===== config.mk =====
export PLATFORM = sky130hd
export DESIGN_NAME = rename_core_top
export DESIGN_NICKNAME = d
export VERILOG_FILES = /design/src/source/flush_ctrl_pkg.sv /design/src/source/rename_types_pkg.sv /design/src/source/rename_ifs.sv /design/src/source/flush_ctrl.sv /design/src/source/rename_core_top.sv /design/src/source/rename_regfile.sv /design/src/source/reorder_buffer.sv /design/src/source/rob_ptr_counter.sv
export VERILOG_INCLUDE_DIRS = /design/src /design/src/include
export SDC_FILE = /design/constraint.sdc
export NUM_CORES = 2
export LEC_CHECK = 0
export BUFFER_PORTS_ARGS = -buffer_cell sky130_fd_sc_hd__buf_2
export CORE_MARGIN = 2
export CORE_UTILIZATION = 60
export CTS_BUF_LIST = sky130_fd_sc_hd__clkbuf_4
export DETAILED_ROUTE_END_ITERATION = 12
export GPL_TIMING_DRIVEN = 0
export PLACE_DENSITY_LB_ADDON = 0.15
export SLEW_MARGIN = 20
export SYNTH_ARGS = -nofsm -noshare
export SYNTH_HDL_FRONTEND = slang
export SYNTH_SLANG_ARGS = --single-unit

===== constraint.sdc =====
create_clock -name clk -period 6.1 [get_ports clk]
set_input_delay 0.305 -clock clk [delete_from_list [all_inputs] [get_ports clk]]
set_output_delay 0.305 -clock clk [all_outputs]
set_load 0.01 [all_outputs]

===== src/include/rename_defines.svh =====
`ifndef RENAME_DEFINES_SVH
`define RENAME_DEFINES_SVH

// ~~~~~~~~~~~~~~~~~~~~~~~~~~~~~~~~~~~~~~~~
// architectural register file
`define ARCH_REGS      32
`define REG_ADDR_WIDTH 5
`define DATA_WIDTH     32

// ~~~~~~~~~~~~~~~~~~~~~~~~~~~~~~~~~~~~~~~~
// reorder buffer where a tag is the slot index plus one
`define ROB_DEPTH      8
`define ROB_IDX_WIDTH  3
`define TAG_WIDTH      4

`endif


===== src/source/flush_ctrl_pkg.sv =====
package flush_ctrl_pkg;

    // recovery sequence after a misprediction.
    typedef enum logic [1:0] {
        RUN,   // normal dispatch.
        DRAIN, // retiring up to the flush point.
        CLEAR  // discarding speculative state.
    } flush_state_t;

endpackage


===== src/source/rename_types_pkg.sv =====
`include "rename_defines.svh"

package rename_types_pkg;

    // architectural register number from x0 to x31.
    typedef logic [`REG_ADDR_WIDTH-1:0] arch_reg_t;

    // operand and result word.
    typedef logic [`DATA_WIDTH-1:0] data_t;

    // rename tag where zero means the register value is valid.
    typedef logic [`TAG_WIDTH-1:0] rob_tag_t;

    // slot index inside the reorder buffer.
    typedef logic [`ROB_IDX_WIDTH-1:0] rob_idx_t;

endpackage


===== src/source/rename_ifs.sv =====
// ~~~~~~~~~~~~~~~~~~~~~~~~~~~~~~~~~~~~~~~~
// tag allocation from the buffer to the register file
interface alloc_if;
    import rename_types_pkg::*;

    logic      alloc_valid;
    arch_reg_t alloc_rd;
    logic      alloc_writes_rd;
    rob_tag_t  alloc_tag;

    modport source (output alloc_valid, alloc_rd, alloc_writes_rd, alloc_tag);
    modport sink   (input  alloc_valid, alloc_rd, alloc_writes_rd, alloc_tag);
endinterface

// ~~~~~~~~~~~~~~~~~~~~~~~~~~~~~~~~~~~~~~~~
// operand forwarding lookup that is answered in the same cycle
interface rob_read_if;
    import rename_types_pkg::*;

    rob_tag_t rd_tag1;
    rob_tag_t rd_tag2;
    logic     rd_done1;
    data_t    rd_value1;
    logic     rd_done2;
    data_t    rd_value2;

    modport requester (output rd_tag1, rd_tag2,
                       input  rd_done1, rd_value1, rd_done2, rd_value2);
    modport responder (input  rd_tag1, rd_tag2,
                       output rd_done1, rd_value1, rd_done2, rd_value2);
endinterface

// ~~~~~~~~~~~~~~~~~~~~~~~~~~~~~~~~~~~~~~~~
// in-order retirement of the head entry
interface commit_if;
    import rename_types_pkg::*;

    logic      cmt_valid;
    arch_reg_t cmt_rd;
    data_t     cmt_value;
    rob_tag_t  cmt_tag;
    logic      cmt_writes_rd;

    modport source  (output cmt_valid, cmt_rd, cmt_value, cmt_tag, cmt_writes_rd);
    modport sink    (input  cmt_valid, cmt_rd, cmt_value, cmt_tag, cmt_writes_rd);
    modport monitor (input  cmt_valid, cmt_tag);
endinterface


===== src/source/flush_ctrl.sv =====
module flush_ctrl (
    input  logic                       clk,
    input  logic                       rst,
    input  logic                       flush_valid,
    input  rename_types_pkg::rob_tag_t flush_tag,
    commit_if.monitor                  commit,
    input  logic                       empty,
    output logic                       dispatch_block,
    output logic                       clear,
    output logic                       busy
);
    import rename_types_pkg::*;
    import flush_ctrl_pkg::*;

    flush_state_t state;
    flush_state_t state_next;
    rob_tag_t     flush_tag_q;

    always_ff @(posedge clk) begin
        if (rst) begin
            state <= RUN;
        end else begin
            state <= state_next;
        end
    end

    always_ff @(posedge clk) begin
        if (state == RUN && flush_valid) begin
            flush_tag_q <= flush_tag; // youngest entry that survives.
        end
    end

    always_comb begin
        state_next = state;
        case (state)
            RUN: begin
                if (flush_valid) begin
                    if (empty || (commit.cmt_valid && commit.cmt_tag == flush_tag)) begin
                        state_next = CLEAR; // nothing left to drain.
                    end else begin
                        state_next = DRAIN;
                    end
                end
            end
            DRAIN: begin
                if (commit.cmt_valid && commit.cmt_tag == flush_tag_q) begin
                    state_next = CLEAR;
                end
            end
            CLEAR:   state_next = RUN;
            default: state_next = RUN;
        endcase
    end

    assign dispatch_block = (state != RUN);
    assign clear          = (state == CLEAR);
    assign busy           = (state != RUN);

endmodule


===== src/source/rename_core_top.sv =====
module rename_core_top (
    input  logic                        clk,
    input  logic                        rst,
    input  logic                        disp_valid,
    output logic                        disp_ready,
    input  rename_types_pkg::arch_reg_t disp_rd,
    input  rename_types_pkg::arch_reg_t disp_rs1,
    input  rename_types_pkg::arch_reg_t disp_rs2,
    input  logic                        disp_writes_rd,
    output logic                        iss_valid,
    output rename_types_pkg::rob_tag_t  iss_tag,
    output rename_types_pkg::arch_reg_t iss_rd,
    output rename_types_pkg::data_t     iss_rs1_value,
    output rename_types_pkg::rob_tag_t  iss_rs1_tag,
    output rename_types_pkg::data_t     iss_rs2_value,
    output rename_types_pkg::rob_tag_t  iss_rs2_tag,
    input  logic                        wb_valid,
    input  rename_types_pkg::rob_tag_t  wb_tag,
    input  rename_types_pkg::data_t     wb_value,
    output logic                        cmt_valid,
    output rename_types_pkg::arch_reg_t cmt_rd,
    output rename_types_pkg::data_t     cmt_value,
    output rename_types_pkg::rob_tag_t  cmt_tag,
    input  logic                        flush_valid,
    input  rename_types_pkg::rob_tag_t  flush_tag,
    output logic                        flush_busy
);
    import rename_types_pkg::*;

    alloc_if    alloc_bus ();
    rob_read_if rob_rd_bus ();
    commit_if   commit_bus ();

    logic     disp_fire;
    logic     dispatch_block;
    logic     rob_full;
    logic     rob_empty;
    logic     flush_clear;
    data_t    rs1_value;
    rob_tag_t rs1_tag;
    data_t    rs2_value;
    rob_tag_t rs2_tag;

    assign disp_ready = !dispatch_block && !rob_full;
    assign disp_fire  = disp_valid && disp_ready;

    rename_regfile i_rename_regfile (
        .clk       (clk),
        .rst       (rst),
        .disp_rs1  (disp_rs1),
        .disp_rs2  (disp_rs2),
        .alloc     (alloc_bus.sink),
        .rob_rd    (rob_rd_bus.requester),
        .commit    (commit_bus.sink),
        .clear     (flush_clear),
        .rs1_value (rs1_value),
        .rs1_tag   (rs1_tag),
        .rs2_value (rs2_value),
        .rs2_tag   (rs2_tag)
    );

    reorder_buffer i_reorder_buffer (
        .clk            (clk),
        .rst            (rst),
        .disp_fire      (disp_fire),
        .disp_rd        (disp_rd),
        .disp_writes_rd (disp_writes_rd),
        .alloc          (alloc_bus.source),
        .rob_rd         (rob_rd_bus.responder),
        .wb_valid       (wb_valid),
        .wb_tag         (wb_tag),
        .wb_value       (wb_value),
        .commit         (commit_bus.source),
        .clear          (flush_clear),
        .full           (rob_full),
        .empty          (rob_empty)
    );

    flush_ctrl i_flush_ctrl (
        .clk            (clk),
        .rst            (rst),
        .flush_valid    (flush_valid),
        .flush_tag      (flush_tag),
        .commit         (commit_bus.monitor),
        .empty          (rob_empty),
        .dispatch_block (dispatch_block),
        .clear          (flush_clear),
        .busy           (flush_busy)
    );

    // ~~~~~~~~~~~~~~~~~~~~~~~~~~~~~~~~~~~~~~~~
    // issue and commit output registers

    always_ff @(posedge clk) begin
        if (rst) begin
            iss_valid <= 1'b0;
            cmt_valid <= 1'b0;
        end else begin
            iss_valid <= disp_fire;
            cmt_valid <= commit_bus.cmt_valid;
        end
    end

    always_ff @(posedge clk) begin
        if (disp_fire) begin
            iss_tag       <= alloc_bus.alloc_tag; // operands as read at the transfer edge.
            iss_rd        <= disp_rd;
            iss_rs1_value <= rs1_value;
            iss_rs1_tag   <= rs1_tag;
            iss_rs2_value <= rs2_value;
            iss_rs2_tag   <= rs2_tag;
        end
        if (commit_bus.cmt_valid) begin
            cmt_rd    <= commit_bus.cmt_rd;
            cmt_value <= commit_bus.cmt_value;
            cmt_tag   <= commit_bus.cmt_tag;
        end
    end

endmodule


===== src/source/rename_regfile.sv =====
`include "rename_defines.svh"

module rename_regfile (
    input  logic                        clk,
    input  logic                        rst,
    input  rename_types_pkg::arch_reg_t disp_rs1,
    input  rename_types_pkg::arch_reg_t disp_rs2,
    alloc_if.sink                       alloc,
    rob_read_if.requester               rob_rd,
    commit_if.sink                      commit,
    input  logic                        clear,
    output rename_types_pkg::data_t     rs1_value,
    output rename_types_pkg::rob_tag_t  rs1_tag,
    output rename_types_pkg::data_t     rs2_value,
    output rename_types_pkg::rob_tag_t  rs2_tag
);
    import rename_types_pkg::*;

    data_t    values [`ARCH_REGS];
    rob_tag_t tags   [`ARCH_REGS];

    logic cmt_write;
    logic alloc_write;

    assign cmt_write   = commit.cmt_valid && commit.cmt_writes_rd && (commit.cmt_rd != '0);
    assign alloc_write = alloc.alloc_valid && alloc.alloc_writes_rd && (alloc.alloc_rd != '0);

    // ~~~~~~~~~~~~~~~~~~~~~~~~~~~~~~~~~~~~~~~~
    // operand read

    assign rob_rd.rd_tag1 = (disp_rs1 == '0) ? '0 : tags[disp_rs1];
    assign rob_rd.rd_tag2 = (disp_rs2 == '0) ? '0 : tags[disp_rs2];

    always_comb begin
        if (disp_rs1 == '0) begin
            rs1_value = '0; // x0 is hardwired.
            rs1_tag   = '0;
        end else if (rob_rd.rd_tag1 != '0 && rob_rd.rd_done1) begin
            rs1_value = rob_rd.rd_value1; // completed but not yet retired.
            rs1_tag   = '0;
        end else begin
            rs1_value = values[disp_rs1];
            rs1_tag   = rob_rd.rd_tag1;
        end
    end

    always_comb begin
        if (disp_rs2 == '0) begin
            rs2_value = '0;
            rs2_tag   = '0;
        end else if (rob_rd.rd_tag2 != '0 && rob_rd.rd_done2) begin
            rs2_value = rob_rd.rd_value2;
            rs2_tag   = '0;
        end else begin
            rs2_value = values[disp_rs2];
            rs2_tag   = rob_rd.rd_tag2;
        end
    end

    // ~~~~~~~~~~~~~~~~~~~~~~~~~~~~~~~~~~~~~~~~
    // commit, rename and flush

    always_ff @(posedge clk) begin
        if (rst) begin
            for (int i = 0; i < `ARCH_REGS; i++) begin
                values[i] <= '0;
                tags[i]   <= '0;
            end
        end else begin
            if (cmt_write) begin
                values[commit.cmt_rd] <= commit.cmt_value;
                if (tags[commit.cmt_rd] == commit.cmt_tag) begin
                    tags[commit.cmt_rd] <= '0; // a newer writer keeps its tag.
                end
            end
            if (alloc_write) begin
                tags[alloc.alloc_rd] <= alloc.alloc_tag; // wins over the commit clearing.
            end
            if (clear) begin
                for (int i = 0; i < `ARCH_REGS; i++) begin
                    tags[i] <= '0;
                end
            end
        end
    end

endmodule


===== src/source/reorder_buffer.sv =====
`include "rename_defines.svh"

module reorder_buffer (
    input  logic                        clk,
    input  logic                        rst,
    input  logic                        disp_fire,
    input  rename_types_pkg::arch_reg_t disp_rd,
    input  logic                        disp_writes_rd,
    alloc_if.source                     alloc,
    rob_read_if.responder               rob_rd,
    input  logic                        wb_valid,
    input  rename_types_pkg::rob_tag_t  wb_tag,
    input  rename_types_pkg::data_t     wb_value,
    commit_if.source                    commit,
    input  logic                        clear,
    output logic                        full,
    output logic                        empty
);
    import rename_types_pkg::*;

    arch_reg_t             ent_rd        [`ROB_DEPTH];
    logic                  ent_writes_rd [`ROB_DEPTH];
    data_t                 ent_value     [`ROB_DEPTH];
    logic [`ROB_DEPTH-1:0] ent_done;

    rob_idx_t head;
    rob_idx_t tail;
    rob_idx_t wb_idx;
    rob_idx_t rd_idx1;
    rob_idx_t rd_idx2;
    logic     wb_hit;
    logic     retire;

    function automatic rob_idx_t tag_to_idx(input rob_tag_t tag);
        rob_tag_t slot;
        slot = tag - rob_tag_t'(1);
        return slot[`ROB_IDX_WIDTH-1:0];
    endfunction

    function automatic rob_tag_t idx_to_tag(input rob_idx_t idx);
        return {1'b0, idx} + rob_tag_t'(1);
    endfunction

    rob_ptr_counter i_rob_ptr_counter (
        .clk   (clk),
        .rst   (rst),
        .push  (disp_fire),
        .pop   (retire),
        .clear (clear),
        .head  (head),
        .tail  (tail),
        .full  (full),
        .empty (empty)
    );

    // ~~~~~~~~~~~~~~~~~~~~~~~~~~~~~~~~~~~~~~~~
    // allocation at the tail

    assign alloc.alloc_valid     = disp_fire;
    assign alloc.alloc_rd        = disp_rd;
    assign alloc.alloc_writes_rd = disp_writes_rd;
    assign alloc.alloc_tag       = idx_to_tag(tail);

    // ~~~~~~~~~~~~~~~~~~~~~~~~~~~~~~~~~~~~~~~~
    // writeback and forwarding

    assign wb_idx = tag_to_idx(wb_tag);
    assign wb_hit = wb_valid && (wb_tag != '0);

    assign rd_idx1 = tag_to_idx(rob_rd.rd_tag1);
    assign rd_idx2 = tag_to_idx(rob_rd.rd_tag2);

    assign rob_rd.rd_done1  = (rob_rd.rd_tag1 != '0) && ent_done[rd_idx1];
    assign rob_rd.rd_value1 = ent_value[rd_idx1];
    assign rob_rd.rd_done2  = (rob_rd.rd_tag2 != '0) && ent_done[rd_idx2];
    assign rob_rd.rd_value2 = ent_value[rd_idx2];

    // ~~~~~~~~~~~~~~~~~~~~~~~~~~~~~~~~~~~~~~~~
    // in-order retirement

    assign retire = !empty && ent_done[head] && !clear; // younger entries die in clear.

    assign commit.cmt_valid     = retire;
    assign commit.cmt_rd        = ent_rd[head];
    assign commit.cmt_value     = ent_value[head];
    assign commit.cmt_tag       = idx_to_tag(head);
    assign commit.cmt_writes_rd = ent_writes_rd[head];

    always_ff @(posedge clk) begin
        if (disp_fire) begin
            ent_rd[tail]        <= disp_rd;
            ent_writes_rd[tail] <= disp_writes_rd;
        end
        if (wb_hit) begin
            ent_value[wb_idx] <= wb_value;
        end
    end

    always_ff @(posedge clk) begin
        if (rst || clear) begin
            ent_done <= '0;
        end else begin
            if (disp_fire) begin
                ent_done[tail] <= 1'b0; // the slot may hold a stale done bit.
            end
            if (wb_hit) begin
                ent_done[wb_idx] <= 1'b1;
            end
        end
    end

endmodule


===== src/source/rob_ptr_counter.sv =====
`include "rename_defines.svh"

module rob_ptr_counter (
    input  logic                       clk,
    input  logic                       rst,
    input  logic                       push,
    input  logic                       pop,
    input  logic                       clear,
    output rename_types_pkg::rob_idx_t head,
    output rename_types_pkg::rob_idx_t tail,
    output logic                       full,
    output logic                       empty
);
    import rename_types_pkg::*;

    localparam rob_idx_t                 last_idx    = rob_idx_t'(`ROB_DEPTH - 1);
    localparam logic [`ROB_IDX_WIDTH:0]  depth_count = `ROB_DEPTH;

    logic [`ROB_IDX_WIDTH:0] count; // one bit wider than an index to hold a full buffer.

    function automatic rob_idx_t next_ptr(input rob_idx_t ptr);
        return (ptr == last_idx) ? '0 : ptr + rob_idx_t'(1);
    endfunction

    always_ff @(posedge clk) begin
        if (rst || clear) begin
            head  <= '0;
            tail  <= '0;
            count <= '0;
        end else begin
            if (push) begin
                tail <= next_ptr(tail);
            end
            if (pop) begin
                head <= next_ptr(head);
            end
            case ({push, pop})
                2'b10:   count <= count + 1'b1;
                2'b01:   count <= count - 1'b1;
                default: count <= count; // both or neither leave occupancy as is.
            endcase
        end
    end

    assign full  = (count == depth_count);
    assign empty = (count == '0);

endmodule

==> summary.txt <==
Outcome
  • Status: complete, but fails checks
  • Violations in the final reports: negative hold slack, negative setup slack

Placed design
  • Post-DP HPWL: 233,000 um
  • Gpl congestion: 1.05
  • DP Area: 87,800 um^2
  • Port buffer count: 179

Floorplan
  • Ports: 187
  • CORE AREA: 137,000 um^2
  • Rows: 136
  • Starting density of the core: 60.4%
  • Chip width: 376 um
  • Die extent in y: 376 um
  • Full die area: 142,000 um^2

Worst hold path
  • HP Class: primary input to flop

Logic synthesis
  • Seq/Total Area, Yosys: 57.8%
  • Ys Warns: 0
  • Synthesized instance count: 5,781
  • EDFF count, synth: 1,582
  • Share of the synthesized area in the top cell type: 57.2%
  • Prevailing post-synth register cell: edfxtp_1
  • Number of distinct library cells after synthesis: 87
  • Async set-reset flop share out of synthesis: 0%
  • Synth top area cells: edfxtp_1 (57%), mux4_2 (20%), nor2_1 (5.1%)
  • Register bit total from synthesis: 1,607
  • Synthesized area per cell: 14.4 um^2
  • Synthesized area: 83,100 um^2
  • Yosys top cell by area: edfxtp_1

Route
  • DRT iter0 DRCs: 10,798
  • Drt drc: 0
  • Via count: 62,486
  • Antenna-violating nets left: 0
  • Total wire length: 314,000 um
  • Routed len/inst: 36.1 um
  • Routed vias/inst: 7.19
  • DR pass1 iterations: 12

Layout
  • Design Area, Final: 94,100 um^2
  • Share of layout cells above drive strength 1: 29.8%
  • Area grow syn2layout: 13.3%
  • Layout net count: 6,650

GRT
  • Met1 usage: 59.5%
  • Number of global-route vias before repair: 60,109
  • GR peak layer: met2
  • Initial antenna violation count: 23
  • Gr usage total: 44.4%
  • Total gr overflow: 0
  • Largest net degree at the start of global routing: 57
  • Grt met3 use: 19.1%
  • Met2 global-route usage: 63.2%
  • Global-route wire length before repair: 435,000 um

Critical path
  • WS Path Type: primary input to flop
  • Crit path arrival time: 7240 ps
  • Crit end category: flop
  • Setup crit start kind: primary input
  • Worst EP required: 7180 ps
  • Worst Path Max Fanout: 10

Timing
  • Worst Max-Slew Pin Slew: 1340 ps
  • Peak Freq: 162 MHz
  • RSZ-0062 raised after global routing: no
  • Final setup fails: 3
  • Crit share post-route: 101%
  • Setup ws final: -56.9 ps
  • Final Hold Fails: 1
  • Max-slew headroom: 10.8%
  • Tmin final: 6160 ps
  • Skew final: 127 ps
  • Slew Viols, Final: 0
  • WHS: -0.136 ps

Power
  • Pwr Density: 297 nW/um^2
  • Maximum VDD drop: 0.220 mV
  • Leak: 34.1 nW
  • Total power: 28.0 mW

CTS
  • CTS tree: done
  • CTS Buf Count: 424
  • Clock root cell: clkbuf_4
  • Later-pin clock latency in the skew report: 1440 ps
  • Post-CTS Setup Bufs: 0
  • CTS Sinks: 1,607
  • Max H-tree Level: 5
  • Clock Path Buffers: 4
  • CTS clk-pin slew, worst paths: 80 ps

Run
  • Number of max-cap violations: 0
==> registers in the layout (all words and copies together), names as in the netlist, 2 cells and up, named ones only <==
name	cells
iss_rs2_tag	4
i_reorder_buffer.ent_writes_rd	8
cmt_tag	4
i_reorder_buffer.ent_value	256
iss_tag	4
cmt_rd	5
iss_rs1_value	32
i_flush_ctrl.state	2
iss_rd	5
cmt_value	32
i_reorder_buffer.ent_rd	40
iss_rs2_value	32
iss_rs1_tag	4
i_rename_regfile.values	1024
i_reorder_buffer.i_rob_ptr_counter.count	4
i_rename_regfile.tags	128
i_flush_ctrl.flush_tag_q	4
i_reorder_buffer.i_rob_ptr_counter.tail	3
i_reorder_buffer.i_rob_ptr_counter.head	3
i_reorder_buffer.ent_done	8
==> where the power goes <==
part,switching (mW),internal (mW)
clock,4.66,4.76
combinational,3.51,1.91
sequential,0.425,12.7
==> layer usage <==
| metal | share of wire [%] | routed length (um) |
|---|---|---|
| met4 | 5.3 | 16700 |
| met3 | 18 | 55000 |
| met2 | 43 | 135000 |
| met5 | 0.059 | 184 |
| met1 | 34 | 108000 |
==> logic make-up (layout without fill, tap and decap cells) <==
family                   count (synthesis)  count (layout)  share of synthesized area (%)
AO/OA/AOI/OAI                          459             459                           4.10
XOR/XNOR                                14              14                          0.148
adder cells (fa/ha/maj)                 11              11                          0.175
buffers and inverters                  635            1699                           3.20
flip-flops                            1607            1607                           57.8
multiplexers                          1116            1116                           24.7
other                                    1              48                        0.00451
AND/OR/NAND/NOR                       1938            1938                           9.91
==> layout make-up <==
| type | count | area [um^2] |
|---|---|---|
| well taps | 1794 | 2240 |
| clock buffers | 608 | 4560 |
| inverters | 71 | 282 |
| flip-flops and latches | 1607 | 48000 |
| multi-input cells | 3574 | 32900 |
| repair buffers | 339 | 3120 |
| diodes | 12 | 30.0 |
| plain buffers | 561 | 2440 |
| fillers | 9820 | 43400 |
| clock inverters | 120 | 602 |
==> cell usage in the layout, fill, tap and decap left out, types with 12 or more instances in the layout <==
master	n
edfxtp_1	1582
nor2_1	1115
mux4_2	726
clkbuf_4	612
clkbuf_1	379
nand2_1	356
buf_2	267
mux2i_1	182
mux2_2	166
nand3_1	120
dlygate4sd3_1	108
clkinv_1	98
o22ai_1	93
a21oi_1	82
nor3_1	75
nand4_1	69
inv_1	59
and3_1	59
o21ai_0	49
conb_1	36
buf_1	35
a221oi_1	35
a32oi_1	33
a21o_1	33
mux2i_2	32
nand2b_2	31
o31ai_2	30
and2_1	26
dfxtp_1	25
clkbuf_2	24
buf_12	23
buf_16	22
buf_6	19
buf_4	17
clkinv_2	13
diode_2	12
nand2b_1	12
a211oi_1	12
==> synth_stat cells (33+ instances only) <==
master,instances
o22ai_1,93
a221oi_1,35
buf_1,58
a21o_1,33
clkbuf_1,399
a32oi_1,33
inv_1,64
nor3_1,81
nand4_1,69
o21ai_0,49
nand3_1,120
nor2_1,1121
nand2_1,356
edfxtp_1,1582
nand2b_1,43
a21oi_1,82
mux2i_1,214
mux2_2,166
buf_2,75
and3_1,59
mux4_2,726
==> worst paths after layout <==
path | startpoint | to | slack [ps] | cells after the start
worst max-delay path | disp_rs1[1] | iss_rs1_value[16] | -60 | 19
worst min register to register | i_reorder_buffer.i_rob_ptr_counter.count[3] | i_reorder_buffer.i_rob_ptr_counter.count[3] | 500 | 2
worst max register to register | i_reorder_buffer.i_rob_ptr_counter.head[0] | i_rename_regfile.values[11][13] | 340 | 11
worst min-delay path | wb_tag[0] | i_reorder_buffer.ent_done[6] | -0.1 | 6
==> per-stage QoR <==
stage          instances  hold slack [ps]  util, %  worst slack (ps)  TNS, ps
5_1_grt             8681             39.9     68.5              59.2        0
6_report            8686           -0.136     68.5             -56.9    -71.0
4_1_cts             8675             2.81     68.4              48.1        0
2_1_floorplan       5816              404        -              1270        0
3_5_place_dp        7840              493     63.9             -2130  -113500
3_3_place_gp        7789              477     62.8             -2120  -336820
==> worst max-delay path, stage by stage <==
cell and delay, ps:
buf_2 160, buf_2 370, buf_2 430, buf_2 460, clkbuf_1 480, clkbuf_2 610
mux4_2 410, mux4_2 590, nand2_1 100, o21ai_0 140, nand2_1 260, ha_1 240
nor4_1 90, nor2_1 570, clkbuf_1 940, nand2_1 120, nand3_1 130, a31oi_1 130
a211oi_1 650
==> what timing repair did <==
| action | CTS | global route |
|---|---|---|
| hold buffers | 108 | 0 |
| endpoints found under the hold margin | 770 | 0 |
| endpoints found under the setup margin | 63 | 15 |
| gates resized for setup | 7 | 9 |
(Power assumes the default switching activity.)
